File: config.mk
export PLATFORM = sky130hd
export DESIGN_NAME = dds_modulator_top
export DESIGN_NICKNAME = d
export VERILOG_FILES = /design/src/hdl/dds_pkg.sv /design/src/hdl/dds_modulator_top.sv /design/src/hdl/keying_modulator.sv /design/src/hdl/waveform_generator.sv /design/src/hdl/modulation_control.sv
export VERILOG_INCLUDE_DIRS = /design/src /design/src/hdl
export SDC_FILE = /design/constraint.sdc
export NUM_CORES = 1
export LEC_CHECK = 0
export BUFFER_PORTS_ARGS = -buffer_cell sky130_fd_sc_hd__buf_2
export CAP_MARGIN = 20
export CORE_AREA = 3 3 143 145
export CTS_BUF_LIST = sky130_fd_sc_hd__clkbuf_8
export DETAILED_ROUTE_END_ITERATION = 7
export DIE_AREA = 0 0 146 148
export GPL_TIMING_DRIVEN = 0
export PLACE_DENSITY = 0.83
export REMOVE_ABC_BUFFERS = 1
export SETUP_SLACK_MARGIN = 0.05
export SLEW_MARGIN = 20
export SYNTH_ARGS = -nofsm -noshare
export SYNTH_HDL_FRONTEND = slang
export SYNTH_HIERARCHICAL = 1
export SYNTH_SLANG_ARGS = --single-unit
File: constraint.sdc
create_clock -name CLK_25MHZ -period 7.7 [get_ports CLK_25MHZ]
set_clock_uncertainty 0.05 [all_clocks]
set_input_delay 1.54 -clock CLK_25MHZ [delete_from_list [all_inputs] [get_ports CLK_25MHZ]]
set_output_delay 1.54 -clock CLK_25MHZ [all_outputs]
set_load 0.02 [all_outputs]
File: src/hdl/sine_quarter_table.svh
`ifndef SINE_QUARTER_TABLE_SVH
`define SINE_QUARTER_TABLE_SVH

// first quadrant of the sine, sampled at mid-points of 64 bins
// entry k is round(2047 * sin(pi/2 * (k + 0.5) / 64))
localparam dds_pkg::sample_t sine_quarter [64] = '{
   12'sd25,
   12'sd75,
   12'sd126,
   12'sd176,
   12'sd226,
   12'sd275,
   12'sd325,
   12'sd375,
   12'sd424,
   12'sd473,
   12'sd522,
   12'sd570,
   12'sd618,
   12'sd666,
   12'sd713,
   12'sd760,
   12'sd807,   // index 16
   12'sd852,
   12'sd898,
   12'sd943,
   12'sd987,
   12'sd1031,
   12'sd1074,
   12'sd1116,
   12'sd1158,
   12'sd1199,
   12'sd1239,
   12'sd1279,
   12'sd1318,
   12'sd1356,
   12'sd1393,
   12'sd1430,
   12'sd1465,  // index 32, 45 degrees
   12'sd1500,
   12'sd1533,
   12'sd1566,
   12'sd1598,
   12'sd1629,
   12'sd1659,
   12'sd1688,
   12'sd1716,
   12'sd1743,
   12'sd1769,
   12'sd1793,
   12'sd1817,
   12'sd1840,
   12'sd1861,
   12'sd1881,
   12'sd1901,  // index 48
   12'sd1919,
   12'sd1936,
   12'sd1951,
   12'sd1966,
   12'sd1979,
   12'sd1992,
   12'sd2003,
   12'sd2012,
   12'sd2021,
   12'sd2028,
   12'sd2035,
   12'sd2039,
   12'sd2043,
   12'sd2046,
   12'sd2047   // top of the quadrant
};

`endif
File: src/hdl/dds_pkg.sv
`default_nettype none

package dds_pkg;

   //////////////////////////////////////////////////////////////////////
   // datapath widths
   //////////////////////////////////////////////////////////////////////

   typedef logic        [31:0] phase_t;        // accumulator and tuning word
   typedef logic signed [11:0] sample_t;       // two's complement sample
   typedef logic        [5:0]  table_index_t;  // quarter table address
   typedef logic        [7:0]  scan_code_t;    // one ps/2 set-2 byte
   typedef logic        [4:0]  lfsr_t;         // prbs register

   //////////////////////////////////////////////////////////////////////
   // selections and key fsm
   //////////////////////////////////////////////////////////////////////

   typedef enum logic [1:0] {
      WAVE_SINE,
      WAVE_COSINE,
      WAVE_SQUARE,
      WAVE_SAW
   } wave_sel_e;

   typedef enum logic [1:0] {
      MOD_ASK,
      MOD_FSK,
      MOD_BPSK,
      MOD_LFSR
   } mod_mode_e;

   typedef enum logic [0:0] {
      KEY_IDLE,   // next byte is a make code
      KEY_BREAK   // F0 seen, next byte gets dropped
   } key_state_e;

   // constants
   localparam int     SAMPLE_MAX    = 2047;           // full scale
   localparam int     BIT_SAMPLES   = 16;             // samples per data bit
   localparam lfsr_t  LFSR_SEED     = 5'd1;
   localparam phase_t QUARTER_PHASE = 32'h4000_0000;  // 90 degrees

   // scan codes, number row
   localparam scan_code_t SC_BREAK = 8'hF0;
   localparam scan_code_t SC_KEY_1 = 8'h16;  // sine
   localparam scan_code_t SC_KEY_2 = 8'h1E;  // cosine
   localparam scan_code_t SC_KEY_3 = 8'h26;  // square
   localparam scan_code_t SC_KEY_4 = 8'h25;  // saw
   localparam scan_code_t SC_KEY_5 = 8'h2E;  // ask
   localparam scan_code_t SC_KEY_6 = 8'h36;  // fsk
   localparam scan_code_t SC_KEY_7 = 8'h3D;  // bpsk
   localparam scan_code_t SC_KEY_8 = 8'h3E;  // raw lfsr

endpackage

`default_nettype wire

File: src/hdl/dds_modulator_top.sv
`timescale 1ns/100ps
`default_nettype none

module dds_modulator_top (
   input  wire                      CLK_25MHZ,
   input  wire                      reset_from_key,
   input  wire dds_pkg::scan_code_t key_code,
   input  wire                      key_valid,
   output wire                      key_ready,
   input  wire dds_pkg::phase_t     tuning_word,
   input  wire                      sample_ready,
   output wire                      sample_valid,
   output wire dds_pkg::sample_t    carrier_sample,
   output wire dds_pkg::sample_t    modulated_sample,
   output wire                      data_bit
);

   import dds_pkg::*;

   logic      advance;    // global stall, low = hold everything
   logic      bit_step;   // prbs step
   wave_sel_e wave_sel;
   mod_mode_e mod_sel;
   sample_t   carrier;    // waveform at p
   sample_t   harmonic;   // waveform at 2p
   logic      gen_valid;

   //////////////////////////////////////////////////////////////////////
   // keys, stall and bit timing
   //////////////////////////////////////////////////////////////////////

   modulation_control ctrl_i (
      .CLK_25MHZ      (CLK_25MHZ),
      .reset_from_key (reset_from_key),
      .key_code       (key_code),
      .key_valid      (key_valid),
      .key_ready      (key_ready),
      .sample_valid   (sample_valid),
      .sample_ready   (sample_ready),
      .advance        (advance),
      .bit_step       (bit_step),
      .wave_sel       (wave_sel),
      .mod_sel        (mod_sel)
   );

   // stages 1 and 2
   waveform_generator gen_i (
      .CLK_25MHZ      (CLK_25MHZ),
      .reset_from_key (reset_from_key),
      .advance        (advance),
      .tuning_word    (tuning_word),
      .wave_sel       (wave_sel),
      .carrier        (carrier),
      .harmonic       (harmonic),
      .gen_valid      (gen_valid)
   );

   // stage 3
   keying_modulator mod_i (
      .CLK_25MHZ        (CLK_25MHZ),
      .reset_from_key   (reset_from_key),
      .advance          (advance),
      .bit_step         (bit_step),
      .mod_sel          (mod_sel),
      .carrier          (carrier),
      .harmonic         (harmonic),
      .gen_valid        (gen_valid),
      .sample_valid     (sample_valid),
      .carrier_sample   (carrier_sample),
      .modulated_sample (modulated_sample),
      .data_bit         (data_bit)
   );

endmodule

`default_nettype wire

File: src/hdl/keying_modulator.sv
`timescale 1ns/100ps
`default_nettype none

module keying_modulator (
   input  wire                     CLK_25MHZ,
   input  wire                     reset_from_key,
   input  wire                     advance,
   input  wire                     bit_step,
   input  wire dds_pkg::mod_mode_e mod_sel,
   input  wire dds_pkg::sample_t   carrier,
   input  wire dds_pkg::sample_t   harmonic,
   input  wire                     gen_valid,
   output logic                    sample_valid,
   output dds_pkg::sample_t        carrier_sample,
   output dds_pkg::sample_t        modulated_sample,
   output logic                    data_bit
);

   import dds_pkg::*;

   lfsr_t   lfsr;
   logic    lfsr_fb;     // feedback, taps 5 and 3
   logic    bit_now;     // data bit for the sample entering the output reg
   sample_t mod_value;

   //////////////////////////////////////////////////////////////////////
   // prbs data source
   //////////////////////////////////////////////////////////////////////

   assign lfsr_fb = lfsr[4] ^ lfsr[2];

   // on a step the entering sample already belongs to the new bit
   assign bit_now = bit_step ? lfsr_fb : lfsr[0];

   always_ff @(posedge CLK_25MHZ)
   begin
      if (reset_from_key)
         lfsr <= LFSR_SEED;
      else if (bit_step)
         lfsr <= {lfsr[3:0], lfsr_fb};   // shift left, fb into bit 0
   end

   // keying of the carrier
   always_comb
   begin
      case (mod_sel)
         MOD_ASK:  mod_value = bit_now ? carrier : '0;           // on/off
         MOD_FSK:  mod_value = bit_now ? harmonic : carrier;     // f or 2f
         MOD_BPSK: mod_value = bit_now ? carrier : -carrier;     // 0 / 180 deg
         default:  mod_value = bit_now ? sample_t'(SAMPLE_MAX)
                                       : sample_t'(-SAMPLE_MAX); // raw bits
      endcase
   end

   //////////////////////////////////////////////////////////////////////
   // stage 3, output register
   //////////////////////////////////////////////////////////////////////

   always_ff @(posedge CLK_25MHZ)
   begin
      if (reset_from_key)
         sample_valid <= 1'b0;
      else if (advance)
         sample_valid <= gen_valid;
   end

   always_ff @(posedge CLK_25MHZ)
   begin
      if (advance)
      begin
         carrier_sample   <= carrier;
         modulated_sample <= mod_value;
         data_bit         <= bit_now;
      end
   end

   // held sample stays put until the sink takes it
   a_stall_stable : assert property (
      @(posedge CLK_25MHZ) disable iff (reset_from_key)
      (sample_valid && !advance) |=>
         sample_valid && $stable({carrier_sample, modulated_sample, data_bit})
   );

endmodule

`default_nettype wire

File: src/hdl/waveform_generator.sv
`timescale 1ns/100ps
`default_nettype none

module waveform_generator (
   input  wire                  CLK_25MHZ,
   input  wire                  reset_from_key,
   input  wire                  advance,
   input  wire dds_pkg::phase_t tuning_word,
   input  wire dds_pkg::wave_sel_e wave_sel,
   output dds_pkg::sample_t     carrier,
   output dds_pkg::sample_t     harmonic,
   output logic                 gen_valid
);

   import dds_pkg::*;

`include "sine_quarter_table.svh"

   phase_t phase_acc;     // stage 1, phase of the next sample
   logic   phase_valid;   // goes high one advance after reset

   //////////////////////////////////////////////////////////////////////
   // waveform rules
   //////////////////////////////////////////////////////////////////////

   // quadrant folding of the quarter table
   function automatic sample_t sine_value(input phase_t ph);
      table_index_t idx;
      logic [1:0]   quad;
      idx  = ph[29:24];
      quad = ph[31:30];
      case (quad)
         2'd0:    return sine_value_pos(idx, 1'b0);
         2'd1:    return sine_value_pos(idx, 1'b1);    // falling half
         2'd2:    return -sine_value_pos(idx, 1'b0);
         default: return -sine_value_pos(idx, 1'b1);
      endcase
   endfunction

   // mirror = read table backwards
   function automatic sample_t sine_value_pos(input table_index_t idx, input logic mirror);
      table_index_t addr;
      addr = mirror ? table_index_t'(6'd63 - idx) : idx;
      return sine_quarter[addr];
   endfunction

   function automatic sample_t wave_value(input phase_t ph, input wave_sel_e sel);
      sample_t result;
      case (sel)
         WAVE_SINE:   result = sine_value(ph);
         WAVE_COSINE: result = sine_value(ph + QUARTER_PHASE);   // 90 deg ahead
         WAVE_SQUARE: result = ph[31] ? sample_t'(-SAMPLE_MAX) : sample_t'(SAMPLE_MAX);
         default:     result = sample_t'(ph[31:20]);             // saw, wraps signed
      endcase
      return result;
   endfunction

   //////////////////////////////////////////////////////////////////////
   // stage 1, phase accumulator
   //////////////////////////////////////////////////////////////////////

   always_ff @(posedge CLK_25MHZ)
   begin
      if (reset_from_key)
      begin
         phase_acc   <= '0;
         phase_valid <= 1'b0;
      end
      else if (advance)
      begin
         if (phase_valid)
            phase_acc <= phase_acc + tuning_word;   // wraps mod 2^32
         phase_valid <= 1'b1;                       // phase 0 now held for sample 0
      end
   end

   //////////////////////////////////////////////////////////////////////
   // stage 2, carrier at p and at 2p
   //////////////////////////////////////////////////////////////////////

   always_ff @(posedge CLK_25MHZ)
   begin
      if (reset_from_key)
         gen_valid <= 1'b0;
      else if (advance)
         gen_valid <= phase_valid;
   end

   always_ff @(posedge CLK_25MHZ)
   begin
      if (advance)
      begin
         carrier  <= wave_value(phase_acc, wave_sel);
         harmonic <= wave_value({phase_acc[30:0], 1'b0}, wave_sel);   // double rate for fsk
      end
   end

   // a stall must freeze the sample numbering
   a_phase_hold : assert property (
      @(posedge CLK_25MHZ) disable iff (reset_from_key)
      !advance |=> $stable(phase_acc)
   );

endmodule

`default_nettype wire

File: src/hdl/modulation_control.sv
`timescale 1ns/100ps
`default_nettype none

module modulation_control (
   input  wire                     CLK_25MHZ,
   input  wire                     reset_from_key,
   input  wire dds_pkg::scan_code_t key_code,
   input  wire                     key_valid,
   output logic                    key_ready,
   input  wire                     sample_valid,
   input  wire                     sample_ready,
   output logic                    advance,
   output logic                    bit_step,
   output dds_pkg::wave_sel_e      wave_sel,
   output dds_pkg::mod_mode_e      mod_sel
);

   import dds_pkg::*;

   key_state_e key_state;
   logic       key_take;   // byte handshake
   logic       transfer;   // sample handshake
   logic [3:0] bit_cnt;    // samples into current data bit

   assign key_take = key_valid & key_ready;
   assign transfer = sample_valid & sample_ready;

   // pipeline moves when output reg is empty or being drained
   assign advance = ~sample_valid | sample_ready;

   // last sample of a bit leaving steps the prbs
   assign bit_step = transfer && (bit_cnt == 4'(BIT_SAMPLES - 1));

   //////////////////////////////////////////////////////////////////////
   // key byte decoder
   //////////////////////////////////////////////////////////////////////

   always_ff @(posedge CLK_25MHZ)
   begin
      if (reset_from_key)
      begin
         key_ready <= 1'b0;
         key_state <= KEY_IDLE;
         wave_sel  <= WAVE_SINE;
         mod_sel   <= MOD_ASK;
      end
      else
      begin
         key_ready <= 1'b1;   // always able to take a byte
         if (key_take)
         begin
            case (key_state)
               KEY_BREAK: key_state <= KEY_IDLE;   // release code is dropped
               KEY_IDLE:
               begin
                  if (key_code == SC_BREAK)
                     key_state <= KEY_BREAK;
                  else
                  begin
                     case (key_code)
                        SC_KEY_1: wave_sel <= WAVE_SINE;
                        SC_KEY_2: wave_sel <= WAVE_COSINE;
                        SC_KEY_3: wave_sel <= WAVE_SQUARE;
                        SC_KEY_4: wave_sel <= WAVE_SAW;
                        SC_KEY_5: mod_sel  <= MOD_ASK;
                        SC_KEY_6: mod_sel  <= MOD_FSK;
                        SC_KEY_7: mod_sel  <= MOD_BPSK;
                        SC_KEY_8: mod_sel  <= MOD_LFSR;
                        default: ;                 // other keys ignored
                     endcase
                  end
               end
            endcase
         end
      end
   end

   //////////////////////////////////////////////////////////////////////
   // samples per bit
   //////////////////////////////////////////////////////////////////////

   always_ff @(posedge CLK_25MHZ)
   begin
      if (reset_from_key)
         bit_cnt <= '0;
      else if (transfer)
         bit_cnt <= bit_cnt + 4'd1;   // wraps after 16
   end

   // prbs steps only when a sample really leaves
   a_bit_step_on_transfer : assert property (
      @(posedge CLK_25MHZ) disable iff (reset_from_key)
      bit_step |-> transfer
   );

endmodule

`default_nettype wire

# Word level (Yosys, flattened, before mapping)
# Memories as Yosys holds them, arrays and structs flattened.
# Index checks and enable logic that the tools add are counted.
# word_totals
ff_bits	99
rom_bits	6144
inputBits	44
output_inout_bits	27
wordCells	132
memories	8
# memory_table
memory	words	word_bits	read_ports	rd_clocked_by_memory_dff	wr	line_no	text
(name not given)	64	12	1	0	0	waveform_generator.sv:44	return sine_quarter[addr];
(name not given)	64	12	1	0	0	waveform_generator.sv:44	
(name not given)	64	12	1	0	0	waveform_generator.sv:44	
(name not given)	64	12	1	0	0	waveform_generator.sv:44	
(name not given)	64	12	1	0	0	waveform_generator.sv:44	
(name not given)	64	12	1	0	0	waveform_generator.sv:44	
+2 memories	--	--	--	--	--	--	
# op_classes
n_addsub	17
order_cmp	8
n_eq_ne	22
mux	35
bitwise	15
reduce_logical	12
# ops
cell	count
2-to-1 mux 12 bit	22
one-hot mux 12 bit (3 select lines)	7
negator 12 bit	9
adder 32 x 31 -> 32 bit (second input constant)	2
>= comparator 7 bit (second input constant)	8
inverter 6 -> 7 bit	8
== test 8 x 6 -> 1 bit (second input constant)	6
adder 32 bit	1
subtractor 6 bit (first input constant)	4
== test 8 x 5 -> 1 bit (second input constant)	2
one-hot mux 2 bit (4 select lines)	2
== test 2 x 1 -> 1 bit (second input constant)	6
== test 2 bit (second input constant)	6
zero test 2 bit	6
== test 8 bit (second input constant)	1
AND reduction 4 bit	2
nonzero test 4 bit	2
adder 4 x 1 -> 4 bit (second input constant)	1
== test 4 bit (second input constant)	1
2-to-1 mux 1 bit	3
inverter 1 bit	3
AND 1 bit	2
one-hot mux 1 bit (2 select lines)	1
AND reduction 2 bit	1
3 further kinds	3

# Logic depth before layout (Yosys ltp)
# depth
ltp_word	9
depth_mapped	16
depth_no_buf	14

# By module
# The synthesis kept the hierarchy.
# modules_own_cells
mod	n_inst	cells_per_inst	area_per_inst_um2	seq_area_each_um2
waveform_generator	1	1410	10243.6	1401.3
keying_modulator	1	154	1657.8	870.8
modulation_control	1	63	548.0	200.2

# Worst setup path before layout
# No wires, ideal clock.
# synth_timing
path_kind	register to register
startpoint	reg gen_i.phase_acc[23]
endpoint	reg gen_i.harmonic[10] (data pin)
setup_time_ns	0.265
arrival_time_ns	3.801
required_time_ns	7.385
path_slack_ns	3.583
path_stages_with_launch	17
n_path_buf	2
period_less_slack_ns	4.117
path_cell_list	dfxtp_1 -> clkbuf_1 -> inv_1 -> ha_1 -> buf_2 -> inv_1 -> ha_1 -> o21a_1 -> a211oi_1 -> a2111o_1 -> a21boi_0 -> ha_1 -> nand3_1 -> o41a_1 -> o211ai_1 -> a21oi_1 -> or3_1
# synth_between
elab_chain_len	9
elab_cells_between_ends	29
cone_classes	add/sub: 7; eq/ne: 2; mux: 11; bitwise: 4; reduce/logical: 1; memory: 4
# synth_lines
item	line_no	text
start, declared	waveform_generator.sv:19	phase_t phase_acc;
start signal, assigned	waveform_generator.sv:72	phase_acc <= phase_acc + tuning_word;
adder 32 x 31 -> 32 bit	waveform_generator.sv:51	WAVE_COSINE: result = sine_value(ph + QUARTER_PHASE);
subtractor 6 bit	--	
inverter 6 -> 7 bit (not written as such)	waveform_generator.sv:44	
memory read (64 x 12 bit)	--	
2-to-1 mux 12 bit (not written as such) (2 in a row)	waveform_generator.sv:44	
negator 12 bit	waveform_generator.sv:36	default: return -sine_value_pos(idx, 1'b1);
one-hot mux 12 bit (3 select lines)	waveform_generator.sv:32	case (quad)
one-hot mux 12 bit (3 select lines) (*)	waveform_generator.sv:49	case (sel)
end signal, assigned	waveform_generator.sv:94	harmonic <= wave_value({phase_acc[30:0], 1'b0}, wave_sel);
end, declared	waveform_generator.sv:11	output dds_pkg::sample_t harmonic,
# Every way passes the cells marked *; elsewhere a longest branch is shown, timed or not. The select of a mux whose other input is x is not followed.
# A chain may end at the register's enable or synchronous reset.

# Worst setup path after layout
# Ends and elaborated chain as after synthesis.

==> impl_metrics.yaml <==
run_status:
  status: "complete, no violations"
placement:
  port_buffers: 70
  dp_hpwl_mm: 25.7
  place.gp.congestion: 0.994
  placed_cells: 1824
timing:
  min_period_ns: 5.82
  setup_viol: 0
  rsz0062_at_grt: "false"
  tightest_slew_ns: 1.17
  fmax_mhz: 172
  fin_crit_sh: 0.755
  maxSlewHeadroom: 0.221
  slew_violations: 0
  fin_hold_ws_ns: 0.414
  setup-tns-final_ns: 0
  hold_viol_final: 0
route:
  totalWireLength_mm: 37.0
  ant_nets: 0
  vias: 13000
  viasPerCell: 7.07
  drc: 0
  wl_per_cell_um: 20.1
  drtIter0Drc: 1920
  drtPass1Iterations: 7
clock_tree:
  cts_htree_levels: 3
  cts-resized-gates: 0
  cts_tree: "built"
  cts_setup_buffers: 0
  cts.sinks: 99
  clk_latency_ns: 0.37
  clk_path_buf_depth: 2
  hold_buffers: 0
  root_buffer: "clkbuf_8"
  path_clk_slew_ns: 0.10
  numCtsBuffers: 9
worst_setup_path:
  critical_path_class: "reg2reg"
  required_ns: 7.75
  worstPathArrival_ns: 5.87
  cp_max_fo: 25
  cp-end-kind: "register"
  reg2regPathDepth: 14
  worstSetupStartpointType: "register"
logic_synthesis:
  synth_edf_count: 49
  postSynthAreaPerCell_um2: 7.65
  synth_area_um2: 12400
  synth_seq_cells: 99
  async_flop_share: 0
  seq_area_frac_synth: 0.199
  synth_common_cells: "156 x nand2_1, 142 x nor2_1, 122 x a21oi_1, 92 x o21ai_0, 78 x clkbuf_1"
  synth_top_area_share: 0.118
  synth_most_common_cell: "nand2_1"
  synth_cell_type_count: 115
  syn_inst: 1627
  yosys_warnings: 6
  synth_area_leaders: "edfxtp_1 12%, dfxtp_1 8.0%, ha_1 6.2%"
  synth_top_cell_by_area: "edfxtp_1"
  synthFlopType: "dfxtp_1"
final_layout:
  multi_input_area_um2: 9040
  diodes: 0
  post-route-util: 0.663
  fillers: 1650
  layout.cells.non_filler: 1841
  layout.nets: 1678
  synthToLayoutAreaGrowth_pct: 2.90
  drive_above_1_share: 0.122
  regArea_um2: 2500
die:
  design.core.area_um2: 19300
  start_util: 0.644
  die_h_um: 148
  rows: 51
  die_w_um: 146
  io_pins: 71
  die_area_um2: 21600
grt:
  grt_pass1_vias: 11500
  grt_max_degree: 81
  grt_antenna_before_repair: 0
  grt_pass1_wl_mm: 58.9
  overflow: 0
  grt_usage: 0.323
flow_run:
  maxCapViolCount: 0
power:
  p_leak_nw: 4.85
  finalPower_w: 0.00305
  vdd_drop_max_v: 0.000127
  powerDensity_nw_per_um2: 238
min_path:
  holdPathStages: 2
  hold_class: "reg2reg"
## flip-flops by register name, indices dropped and copies added (netlist names)
signal and flops:
mod_i/modulated_sample 12, mod_i/sample_valid 1, ctrl_i/key_ready 1, gen_i/gen_valid 1, gen_i/phase_acc 32, mod_i/carrier_sample 12
ctrl_i/key_state 1, gen_i/carrier 12, ctrl_i/wave_sel 2, gen_i/phase_valid 1, mod_i/lfsr 5, ctrl_i/mod_sel 2
mod_i/data_bit 1, ctrl_i/bit_cnt 4, gen_i/harmonic 12
## path summary, 6_finish.rpt
kind | start | to | slack (ns)
max reg2reg | gen_i/phase_acc[23] | gen_i/harmonic[10] | 1.88
max | gen_i/phase_acc[23] | gen_i/harmonic[10] | 1.88
min reg2reg | gen_i/phase_acc[14] | gen_i/phase_acc[14] | 0.41
min | gen_i/phase_acc[14] | gen_i/phase_acc[14] | 0.41
## per-stage QoR
stage,worst slack [ns],instance area (um^2)
global route,1.69,12800
detailed placement,2.16,12600
floorplan,1.55,11700
CTS,2.15,12800
finish,1.88,12800
global placement,-0.522,12300
## placed cells by master (no fill, tap or decap), types with 14 or more instances in the layout
cell,Yosys,final
a211oi_1,40,39
a21o_1,21,21
a21oi_1,122,122
a31oi_1,35,35
and2_1,14,14
and3_1,14,14
buf_2,23,70
dfxtp_1,50,42
edfxtp_1,49,49
ha_1,62,62
inv_1,36,36
mux2i_1,30,30
nand2_1,156,155
nand2b_1,39,38
nand3_1,36,36
nand4_1,21,21
nor2_1,142,142
nor2b_1,33,33
nor3_1,40,40
o211ai_1,40,40
o21a_1,21,21
o21ai_0,92,92
o22ai_1,20,20
or2_2,16,16
xnor2_1,25,25
xor2_1,24,24
## critical path: stages (launching register included)
cell	delay, ns
dfxtp_1	1.11
inv_1	0.43
ha_1	0.76
inv_1	0.23
ha_1	0.27
o21a_1	0.20
a211oi_1	0.22
a2111o_1	0.17
a21boi_0	0.45
ha_1	0.37
nand4_1	0.32
o31ai_1	0.36
xnor2_1	0.16
nor3_1	0.06
or3_1	0.40
## per-layer routing
layer | global-route usage | up-vias | share of wire
li1 | - | 6041 | -
met1 | 0.445 | 5950 | 0.41
met2 | 0.518 | 886 | 0.45
met3 | 0.0445 | 136 | 0.11
met4 | 0.119 | 0 | 0.035
met5 | 0 | - | 0
## power breakdown
| part | internal (W) | leakage, nW | total (W) | switching (W) |
|---|---|---|---|---|
| Combinational | 0.000692 | 3.80 | 0.00183 | 0.00113 |
| Clock | 0.000153 | 0.109 | 0.000332 | 0.000178 |
| Sequential | 0.000738 | 0.937 | 0.000891 | 0.000153 |
| Total | 0.00158 | 4.85 | 0.00305 | 0.00147 |
## final cells by class
cell class	count	area share
clock buffers	11	0.0118
clock inverters	5	0.00371
inverters	43	0.0128
multi-input cells	1339	0.705
flip-flops and latches	99	0.195
well taps	265	0.0259
repair buffers	79	0.0455
## cell families (layout without fill, tap and decap cells)
logic type | count (synthesis) | after routing | share of synthesized area
flip-flops | 99 | 99 | 0.199
adder cells (fa/ha/maj) | 63 | 63 | 0.0639
buffers and inverters | 189 | 138 | 0.0770
AO/OA/AOI/OAI | 589 | 589 | 0.330
XOR/XNOR | 50 | 50 | 0.0358
multiplexers | 53 | 53 | 0.0534
AND/OR/NAND/NOR | 584 | 584 | 0.241
(Power assumes the default switching activity.)
